--- src/reservoir_cfg_pkg.sv ---
package reservoir_cfg_pkg;

    // ============================================================
    // Datapath widths
    // ============================================================

    localparam int node_width = 12;         // Default virtual node word.
    localparam int data_width = 32;         // Host sample and dout width.
    localparam int conv_width = 16;         // DAC and ADC word width.

    // Node memory settles this many cycles before a conversion starts.
    localparam int mem_wait_cycles = 3;

    // ============================================================
    // Types
    // ============================================================

    typedef logic [node_width-1:0] node_word_t;

    typedef enum logic [1:0] {
        step_idle      = 2'd0,              // Chain stable, host may step.
        step_mem_wait  = 2'd1,              // Fixed settle delay.
        step_func_wait = 2'd2               // Round trip through the analog element.
    } step_state_t;

endpackage

--- src/reservoir_io_pkg.sv ---
package reservoir_io_pkg;

    // ============================================================
    // Serial converter pin groups
    // ============================================================

    typedef struct packed {
        logic cs_n;                         // Chip select, active low.
        logic ldac_n;                       // Load strobe, active low.
        logic din;                          // Serial data to the DAC.
        logic sclk;
    } dac_pins_t;

    // ADC data comes back on a separate adc_sdo line.
    typedef struct packed {
        logic cs_n;
        logic sclk;
    } adc_pins_t;

    localparam dac_pins_t dac_pins_idle = '{
        cs_n:   1'b1,
        ldac_n: 1'b1,
        din:    1'b0,
        sclk:   1'b0
    };

    localparam adc_pins_t adc_pins_idle = '{
        cs_n: 1'b1,
        sclk: 1'b0
    };

endpackage

--- src/adc_spi_sampler.sv ---
`timescale 1ns/100ps

module adc_spi_sampler
    import reservoir_cfg_pkg::*;
    import reservoir_io_pkg::*;
#(
    parameter int SCLK_DIV = 2
) (
    input  logic                  clk,
    input  logic                  rst,
    input  logic                  start,
    input  logic                  sdo,
    output logic [conv_width-1:0] word,
    output logic                  done,
    output adc_pins_t             pins
);

    localparam int div_w = $clog2(SCLK_DIV + 1);
    localparam int bit_w = $clog2(conv_width);

    typedef enum logic [1:0] {
        adc_idle,
        adc_shift,
        adc_end
    } adc_state_t;

    adc_state_t       state;
    logic [div_w-1:0] div_cnt;
    logic [bit_w-1:0] bit_cnt;
    logic             div_tick;
    logic             sclk_rise;

    assign div_tick  = (div_cnt == div_w'(SCLK_DIV - 1));
    assign sclk_rise = (state == adc_shift) && div_tick && !pins.sclk;

    always_ff @(posedge clk or posedge rst) begin
        if (rst) begin
            state   <= adc_idle;
            div_cnt <= '0;
            bit_cnt <= '0;
            done    <= 1'b0;
            pins    <= adc_pins_idle;
        end else begin
            done <= 1'b0;
            case (state)
                adc_idle: begin
                    if (start) begin
                        pins.cs_n <= 1'b0;                  // Begin conversion.
                        pins.sclk <= 1'b0;
                        div_cnt   <= '0;
                        bit_cnt   <= '0;
                        state     <= adc_shift;
                    end
                end
                adc_shift: begin
                    if (div_tick) begin
                        div_cnt   <= '0;
                        pins.sclk <= ~pins.sclk;
                        if (pins.sclk) begin
                            if (bit_cnt == bit_w'(conv_width - 1)) begin
                                pins.cs_n <= 1'b1;
                                state     <= adc_end;
                            end else begin
                                bit_cnt <= bit_cnt + 1'b1;
                            end
                        end
                    end else begin
                        div_cnt <= div_cnt + 1'b1;
                    end
                end
                default: begin
                    done  <= 1'b1;                          // One cycle after cs_n.
                    state <= adc_idle;
                end
            endcase
        end
    end

    // MSB arrives first, so the word fills from the bottom.
    always_ff @(posedge clk) begin
        if (sclk_rise) begin
            word <= {word[conv_width-2:0], sdo};
        end
    end

endmodule

--- src/dac_spi_driver.sv ---
`timescale 1ns/100ps

module dac_spi_driver
    import reservoir_cfg_pkg::*;
    import reservoir_io_pkg::*;
#(
    parameter int SCLK_DIV = 2
) (
    input  logic                  clk,
    input  logic                  rst,
    input  logic                  start,
    input  logic [conv_width-1:0] code,
    output logic                  done,
    output dac_pins_t             pins
);

    localparam int div_w = $clog2(SCLK_DIV + 1);
    localparam int bit_w = $clog2(conv_width);

    typedef enum logic [1:0] {
        dac_idle,
        dac_shift,
        dac_gap,
        dac_strobe
    } dac_state_t;

    dac_state_t            state;
    logic [div_w-1:0]      div_cnt;
    logic [bit_w-1:0]      bit_cnt;
    logic [conv_width-1:0] shreg;
    logic                  div_tick;
    logic                  sclk_fall;

    assign div_tick  = (div_cnt == div_w'(SCLK_DIV - 1));
    assign sclk_fall = (state == dac_shift) && div_tick && pins.sclk;

    // ============================================================
    // Control FSM
    // ============================================================

    always_ff @(posedge clk or posedge rst) begin
        if (rst) begin
            state   <= dac_idle;
            div_cnt <= '0;
            bit_cnt <= '0;
            done    <= 1'b0;
            pins    <= dac_pins_idle;
        end else begin
            done <= 1'b0;
            case (state)
                dac_idle: begin
                    if (start) begin
                        pins.cs_n <= 1'b0;
                        pins.sclk <= 1'b0;
                        pins.din  <= code[conv_width-1];    // MSB set up early.
                        div_cnt   <= '0;
                        bit_cnt   <= '0;
                        state     <= dac_shift;
                    end
                end
                dac_shift: begin
                    if (div_tick) begin
                        div_cnt   <= '0;
                        pins.sclk <= ~pins.sclk;
                        if (sclk_fall) begin
                            pins.din <= shreg[conv_width-2];
                            if (bit_cnt == bit_w'(conv_width - 1)) begin
                                pins.cs_n <= 1'b1;
                                state     <= dac_gap;
                            end else begin
                                bit_cnt <= bit_cnt + 1'b1;
                            end
                        end
                    end else begin
                        div_cnt <= div_cnt + 1'b1;
                    end
                end
                dac_gap: begin
                    pins.ldac_n <= 1'b0;                    // Update DAC output.
                    div_cnt     <= '0;
                    state       <= dac_strobe;
                end
                default: begin
                    if (div_tick) begin
                        pins.ldac_n <= 1'b1;
                        done        <= 1'b1;
                        state       <= dac_idle;
                    end else begin
                        div_cnt <= div_cnt + 1'b1;
                    end
                end
            endcase
        end
    end

    always_ff @(posedge clk) begin
        if (state == dac_idle && start) begin
            shreg <= code;
        end else if (sclk_fall) begin
            shreg <= shreg << 1;
        end
    end

endmodule

--- src/nonlinear_interface.sv ---
`timescale 1ns/100ps

module nonlinear_interface
    import reservoir_cfg_pkg::*;
    import reservoir_io_pkg::*;
#(
    parameter int SCLK_DIV = 2
) (
    input  logic                  clk,
    input  logic                  rst,
    input  logic                  start,
    input  logic [conv_width-1:0] code,
    output logic [conv_width-1:0] result,
    output logic                  done,
    output dac_pins_t             dac,
    output adc_pins_t             adc,
    input  logic                  adc_sdo
);

    logic                  dac_done;
    logic                  adc_start;
    logic                  adc_done;
    logic [conv_width-1:0] adc_word;

    // ============================================================
    // Round trip: DAC write, then ADC read
    // ============================================================

    dac_spi_driver #(
        .SCLK_DIV(SCLK_DIV)
    ) u_dac (
        .clk  (clk),
        .rst  (rst),
        .start(start),
        .code (code),
        .done (dac_done),
        .pins (dac)
    );

    adc_spi_sampler #(
        .SCLK_DIV(SCLK_DIV)
    ) u_adc (
        .clk  (clk),
        .rst  (rst),
        .start(adc_start),
        .sdo  (adc_sdo),
        .word (adc_word),
        .done (adc_done),
        .pins (adc)
    );

    always_ff @(posedge clk or posedge rst) begin
        if (rst) begin
            adc_start <= 1'b0;
            done      <= 1'b0;
        end else begin
            adc_start <= dac_done;                  // Read once the DAC has settled.
            done      <= adc_done;
        end
    end

    always_ff @(posedge clk) begin
        if (adc_done) begin
            result <= adc_word;
        end
    end

endmodule

--- src/reservoir_core.sv ---
`timescale 1ns/100ps

module reservoir_core
    import reservoir_cfg_pkg::*;
    import reservoir_io_pkg::*;
#(
    parameter int NUM_NODES  = 10,
    parameter int NODE_WIDTH = node_width,
    parameter int SCLK_DIV   = 2
) (
    input  logic                         clk,
    input  logic                         rst,
    input  logic                         en,
    input  logic [data_width-1:0]        din,
    input  logic                         load_node,
    input  logic [NODE_WIDTH-1:0]        load_node_din,
    input  logic [$clog2(NUM_NODES)-1:0] node_sel,
    output logic [NODE_WIDTH-1:0]        node_dout,
    output logic [data_width-1:0]        dout,
    output logic                         reservoir_valid,
    output logic [NODE_WIDTH-1:0]        asic_function_out,
    output dac_pins_t                    dac,
    output adc_pins_t                    adc,
    input  logic                         adc_sdo
);

    localparam int mem_w = $clog2(mem_wait_cycles + 1);

    step_state_t           state;
    step_state_t           state_next;
    logic [mem_w-1:0]      mem_cnt;
    logic                  step_accept;
    logic                  fn_start;
    logic                  fn_done;
    logic                  shift_en;
    logic [conv_width-1:0] feedback;
    logic [conv_width-1:0] code_q;
    logic [conv_width-1:0] fn_result;
    logic [NODE_WIDTH-1:0] fn_node;
    logic [NODE_WIDTH-1:0] asic_q;
    logic [NODE_WIDTH-1:0] node_val [NUM_NODES];

    // ============================================================
    // Step controller
    // ============================================================

    assign step_accept     = (state == step_idle) && en;
    assign reservoir_valid = (state == step_idle);

    always_comb begin
        state_next = state;
        fn_start   = 1'b0;
        shift_en   = 1'b0;
        case (state)
            step_idle: begin
                if (en) begin
                    state_next = step_mem_wait;
                end
            end
            step_mem_wait: begin
                if (mem_cnt == mem_w'(mem_wait_cycles - 1)) begin
                    fn_start   = 1'b1;
                    state_next = step_func_wait;
                end
            end
            step_func_wait: begin
                if (fn_done) begin
                    shift_en   = 1'b1;              // Response enters node 0.
                    state_next = step_idle;
                end
            end
            default: state_next = step_idle;
        endcase
    end

    always_ff @(posedge clk or posedge rst) begin
        if (rst) begin
            state   <= step_idle;
            mem_cnt <= '0;
            asic_q  <= '0;
        end else begin
            state <= state_next;
            if (state == step_mem_wait) begin
                mem_cnt <= mem_cnt + 1'b1;
            end else begin
                mem_cnt <= '0;
            end
            if (fn_done) begin
                asic_q <= fn_node;
            end
        end
    end

    // ============================================================
    // Feedback adder and node chain
    // ============================================================

    assign feedback = conv_width'(node_val[NUM_NODES-1]) << 2;    // Last node times 4.

    // Captured at step entry so the DAC code stays put for the whole step.
    always_ff @(posedge clk) begin
        if (step_accept) begin
            code_q <= din[conv_width-1:0] + feedback;
        end
    end

    assign fn_node = fn_result[conv_width-1 -: NODE_WIDTH];

    for (genvar i = 0; i < NUM_NODES; i++) begin : g_node
        logic                  load_hit;
        logic [NODE_WIDTH-1:0] prev;

        assign load_hit = load_node && (node_sel == i);

        if (i == 0) begin : g_head
            assign prev = fn_node;
        end else begin : g_link
            assign prev = node_val[i-1];
        end

        reservoir_node #(
            .NODE_WIDTH(NODE_WIDTH)
        ) u_node (
            .clk       (clk),
            .rst       (rst),
            .shift_en  (shift_en),
            .load      (load_hit),
            .load_value(load_node_din),
            .prev_value(prev),
            .value     (node_val[i])
        );
    end

    nonlinear_interface #(
        .SCLK_DIV(SCLK_DIV)
    ) u_nonlinear (
        .clk    (clk),
        .rst    (rst),
        .start  (fn_start),
        .code   (code_q),
        .result (fn_result),
        .done   (fn_done),
        .dac    (dac),
        .adc    (adc),
        .adc_sdo(adc_sdo)
    );

    // Host side outputs.
    assign node_dout         = node_val[node_sel];
    assign dout              = data_width'(node_val[NUM_NODES-1]) << 4;
    assign asic_function_out = asic_q;

endmodule

--- src/reservoir_node.sv ---
`timescale 1ns/100ps

module reservoir_node
    import reservoir_cfg_pkg::*;
#(
    parameter int NODE_WIDTH = node_width
) (
    input  logic                  clk,
    input  logic                  rst,
    input  logic                  shift_en,
    input  logic                  load,
    input  logic [NODE_WIDTH-1:0] load_value,
    input  logic [NODE_WIDTH-1:0] prev_value,
    output logic [NODE_WIDTH-1:0] value
);

    // One tap of the delay line. A host load takes priority over a shift
    // landing in the same cycle.
    always_ff @(posedge clk or posedge rst) begin
        if (rst) begin
            value <= '0;
        end else if (load) begin
            value <= load_value;
        end else if (shift_en) begin
            value <= prev_value;                // Move down the chain.
        end
    end

endmodule

--- config.mk ---
export PLATFORM = sky130hd
export DESIGN_NAME = reservoir_core
export DESIGN_NICKNAME = d
export VERILOG_FILES = /design/src/reservoir_cfg_pkg.sv /design/src/reservoir_io_pkg.sv /design/src/adc_spi_sampler.sv /design/src/dac_spi_driver.sv /design/src/nonlinear_interface.sv /design/src/reservoir_core.sv /design/src/reservoir_node.sv
export SDC_FILE = /design/constraint.sdc
export NUM_CORES = 1
export LEC_CHECK = 0
export BUFFER_PORTS_ARGS = -buffer_cell sky130_fd_sc_hd__buf_2
export CAP_MARGIN = 10
export CORE_MARGIN = 8
export CORE_UTILIZATION = 51
export DETAILED_ROUTE_END_ITERATION = 16
export PLACE_DENSITY = 0.73
export SLEW_MARGIN = 30
export SYNTH_ARGS = -nofsm -noshare
export SYNTH_HDL_FRONTEND = slang
export SYNTH_HIERARCHICAL = 1
export SYNTH_SLANG_ARGS = --single-unit
--- constraint.sdc ---
create_clock -name clk -period 6.39 [get_ports clk]
set_clock_uncertainty 0.2 [all_clocks]
set_input_delay 0.9585 -clock clk [delete_from_list [all_inputs] [get_ports clk]]
set_output_delay 0.9585 -clock clk [all_outputs]
set_load 0.01 [all_outputs]
# After elaboration in Yosys (flattened, before gate mapping)

Index checks and enable logic that the tools add are counted.

Register bits after elaboration: 225
Bits of input ports: 53
Output and inout port bits: 63

Magnitude comparators: 1
Equality and inequality tests: 33
Reductions and logical operators: 52
Multiplexer cells: 80
Bitwise logic cells: 4
Add/subtract/negate cells: 6

Operators by type and width:

| operator            | number |
|---|---|
| $mux 12             | 22 |
| $bmux 12 s4         | 1 |
| $mux 2              | 21 |
| $mux 4              | 8 |
| $mux 15             | 2 |
| $reduce_bool 2->1   | 14 |
| $reduce_and 5->1    | 5 |
| $ne 2x2->1 const B  | 9 |
| $pmux 2 s3          | 3 |
| $add 16x14->16      | 1 |
| $eq 4x3->1 const B  | 4 |
| $eq 4x4->1 const B  | 4 |
| $logic_and 1x1->1   | 16 |
| $pmux 2 s2          | 4 |
| $pmux 4 s2          | 2 |
| $mux 1              | 15 |
| $eq 2x1->1 const B  | 5 |
| $reduce_and 3->1    | 3 |
| $add 4x1->4 const B | 2 |
| $eq 4x2->1 const B  | 2 |
| $ne 2x1->1 const B  | 4 |
| $reduce_and 4->1    | 2 |
| $add 2x1->2 const B | 3 |
| $eq 2x2->1 const B  | 3 |
| 13 further kinds    | 21 |

# Logic depth before layout (Yosys ltp)

Depth after elaboration: 6
Mapped depth: 8
Gate-level depth less buffers: 7

# Cells and area by module

Netlist, hierarchy kept.

Modules (own cells, without submodules):

| module              | area an instance (µm²) | times used | seq. area each (µm²) | cells an instance |
|---|---|---|---|---|
| reservoir_node      | 554.3                  | 10         | 300.3                | 52 |
| reservoir_core      | 3051.7                 | 1          | 880.8                | 295 |
| dac_spi_driver      | 1490.2                 | 1          | 778.2                | 117 |
| adc_spi_sampler     | 1081.0                 | 1          | 757.0                | 73 |
| nonlinear_interface | 534.3                  | 1          | 530.5                | 19 |

# Least setup slack after synthesis

Ideal clock, no wire load.

Path type: flip-flop to flip-flop
Start: reg u_nonlinear.done
End: reg g_node[9].u_node.value[9]
Setup slack: 3.002 ns
Cell stages (with the launch flop): 7
Library setup time: 0.121 ns
Path buffers: 2
Data arrival time: 3.067 ns
Cells stage by stage: dfrtp_1 buf_2 inv_1 nor2_1 buf_6 mux2i_1 o21ai_2

Cells in the longest elaborated chain, start to end: 3

RTL lines:

| item                        | RTL line                  | source |
|---|---|---|
| from (decl)                 | nonlinear_interface.sv:14 | `output logic done,` |
| from (signal assigned)      | nonlinear_interface.sv:58 | `done <= adc_done;` |
| $mux 1                      | reservoir_core.sv:67      | `if (fn_done) begin` |
| $mux 1                      | reservoir_core.sv:54      | `case (state)` |
| net shift_en                | reservoir_core.sv:35      | `logic shift_en;` |
| $reduce_bool 2->1 (no line) | -                         |  |
| to (signal assigned)        | reservoir_node.sv:23      | `value <= load_value;` |
| to (signal assigned)        | reservoir_node.sv:25      | `value <= prev_value;` |
| to (decl)                   | reservoir_node.sv:14      | `output logic [NODE_WIDTH-1:0] value` |

The timed path passes the listed nets, and every way through them passes these cells.
A chain may end at the register's enable or synchronous reset.

# Worst setup path after layout

Start: in node_sel[1]
End: out node_dout[0]

Cells in the longest elaborated chain, start to end: 4

RTL lines:

| item                                        | RTL line              | source |
|---|---|---|
| from (decl)                                 | reservoir_core.sv:17  | `input logic [$clog2(NUM_NODES)-1:0] node_sel,` |
| $not 4->5 (not written as such)             | reservoir_core.sv:149 | `assign node_dout = node_val[node_sel];` |
| $bmux 12 s4                                 | reservoir_core.sv:149 |  |
| $mux 12 (not written as such) (2 in series) | reservoir_core.sv:149 |  |
| to (decl)                                   | reservoir_core.sv:18  | `output logic [NODE_WIDTH-1:0] node_dout,` |

Every way passes these cells. The select of a mux whose other input is x is not followed.

==> flow_metrics.env <==
export IMPL_finalHoldViolCount=0
export IMPL_clockBufferDepth=3
export IMPL_p_leak_nw=5.06
export IMPL_critPathArrivalTime_ns=2.86
export IMPL_gp_congestion=0.818
export IMPL_irDropWorstVdd_mv=0.165
export IMPL_cap_viol_max_count=0
export IMPL_status="completed"
export IMPL_die_w_um=167
export IMPL_postLayoutCoreUtil_pct=57.2
export IMPL_firstDrtPassIters=5
export IMPL_placed_area_mm2=0.0120
export IMPL_drt_iter0_markers=620
export IMPL_rsz0062_at_grt="false"
export IMPL_layout_commonest_cell="dfrtp_1"
export IMPL_setup_tns_final_ns=0
export IMPL_viasPerCell=5.70
export IMPL_start_util_pct=51.6
export IMPL_ios=116
export IMPL_grt_pass1_wl_mm=43.7
export IMPL_hold_ws_ns=0.188
export IMPL_vias=7878
export IMPL_cts_tree="yes"
export IMPL_area_delta_synth_final_pct=10.9
export IMPL_dp_hpwl_mm=18.4
export IMPL_setup_viol=0
export IMPL_min_path_type="reg2reg"
export IMPL_syn_inst=1020
export IMPL_final_cell_mix="159 x dfrtp_1, 137 x mux2i_1, 136 x nand2_1"
export IMPL_clk_latency_ns=0.54
export IMPL_cts_resized=0
export IMPL_yosys_warnings=6
export IMPL_avgSynthCellArea_um2=11.4
export IMPL_drive_above_1_share_pct=19.0
export IMPL_antenna_found_initial=2
export IMPL_syn_area_mm2=0.0116
export IMPL_start_kind="input pin"
export IMPL_drc=0
export IMPL_critPathRequiredTime_ns=5.23
export IMPL_tightest_slew_ns=0.902
export IMPL_diodes=0
export IMPL_clkTransAtPathRegs_ns=0.06
export IMPL_core_area_mm2=0.0224
export IMPL_grt_max_degree=121
export IMPL_cts_buffers=24
export IMPL_finalWirelength_mm=27.0
export IMPL_holdBufCountCts=0
export IMPL_die_y_um=167
export IMPL_wl_per_cell_um=19.5
export IMPL_post_route_period_util_pct=62.9
export IMPL_crit_path_end_kind="primary output"
export IMPL_fmaxAchievable_mhz=249
export IMPL_postCtsSetupRepairBufs=0
export IMPL_fp_dieArea_mm2=0.0278
export IMPL_stdcell_area_mm2=0.0128
export IMPL_power_density_mw_per_mm2=361
export IMPL_dp_slack_ns=2.41
export IMPL_globalRouteOverflowTotal=0
export IMPL_grt_pass1_vias=7949
export IMPL_htreeDepth=1
export IMPL_drtAntennaViolNets=0
export IMPL_critPathKind="in2out"
export IMPL_nets=1156
export IMPL_cp_max_fo=32
export IMPL_numClockSinks=221
export IMPL_finalMaxSlewViolations=0
export IMPL_grt_total_usage_pct=19.3
export IMPL_period_needed_ns=4.02
export IMPL_layout_setup_ws_ns=2.37
export IMPL_rows=55
export IMPL_cts_root_buf="clkbuf_16"
export IMPL_relSlewSlack_pct=39.8
export IMPL_port_buffers=79
export IMPL_fill_cells=1890
## layout make-up
type | instances | area, um^2 | share of cell area [%]
sequential | 221 | 5830 | 45.4
clock buffer | 27 | 612 | 4.77
inverter | 30 | 113 | 0.877
multi-input combinational | 711 | 5210 | 40.6
tap | 285 | 357 | 2.78
clock inverter | 17 | 215 | 1.68
timing repair buffer | 91 | 500 | 3.90
## worst paths after layout
kind                                         from                         end  slack (ns)  depth (start not counted)
max in group asynchronous                     rst                  mem_cnt[0]        5.08                          2
min in group asynchronous                     rst       u_nonlinear/adc_start        0.23                          2
max reg2reg                            mem_cnt[0]  u_nonlinear/u_dac/shreg[3]        3.80                          6
min                        u_nonlinear/u_dac/done       u_nonlinear/adc_start        0.19                          0
min reg2reg                u_nonlinear/u_dac/done       u_nonlinear/adc_start        0.19                          0
max                                   node_sel[1]                node_dout[0]        2.37                          6
## where the power goes
part           leakage, nW  internal (mW)  switching (mW)
clock                0.393          0.858           0.593
sequential            2.52           1.83           0.259
combinational         2.15          0.492           0.607
total                 5.06           3.18            1.46
## worst max-delay path, stage by stage
cell      delay (ns)
buf_2           0.64
nand2b_1        0.62
nor2_1          0.11
a21oi_1         0.14
o21ai_1         0.15
buf_2           0.22
## registers in the layout, summed over array words and instances (netlist names), 2 cells and up
name / count
u_nonlinear/u_dac/div_cnt: 2
mem_cnt: 2
asic_function_out: 12
u_nonlinear/u_dac/state: 2
u_nonlinear/u_adc/pins: 2
state: 2
g_node.u_node/value: 120
code_q: 16
u_nonlinear/u_adc/div_cnt: 2
u_nonlinear/u_adc/state: 2
u_nonlinear/u_dac/shreg: 15
u_nonlinear/u_dac/bit_cnt: 4
u_nonlinear/u_adc/bit_cnt: 4
u_nonlinear/result: 12
u_nonlinear/u_adc/word: 16
u_nonlinear/u_dac/pins: 4
## layer usage
layer / vias up / track usage, % / routed length, um
li1: 3761 / - / -
met1: 3900 / 24.6 / 11500
met2: 173 / 33.3 / 13600
met3: 40 / 3.81 / 1260
met4: 4 / 4.62 / 571
met5: - / 0 / 25
## stage by stage
stage          total power, mW  std cells
5_1_grt                   4.89       1382
4_1_cts                   4.67       1382
6_report                  4.64       1382
3_5_place_dp              3.21       1338
2_1_floorplan             2.88       1039
3_3_place_gp              3.15       1338
Power figures use the tool's default switching activity.
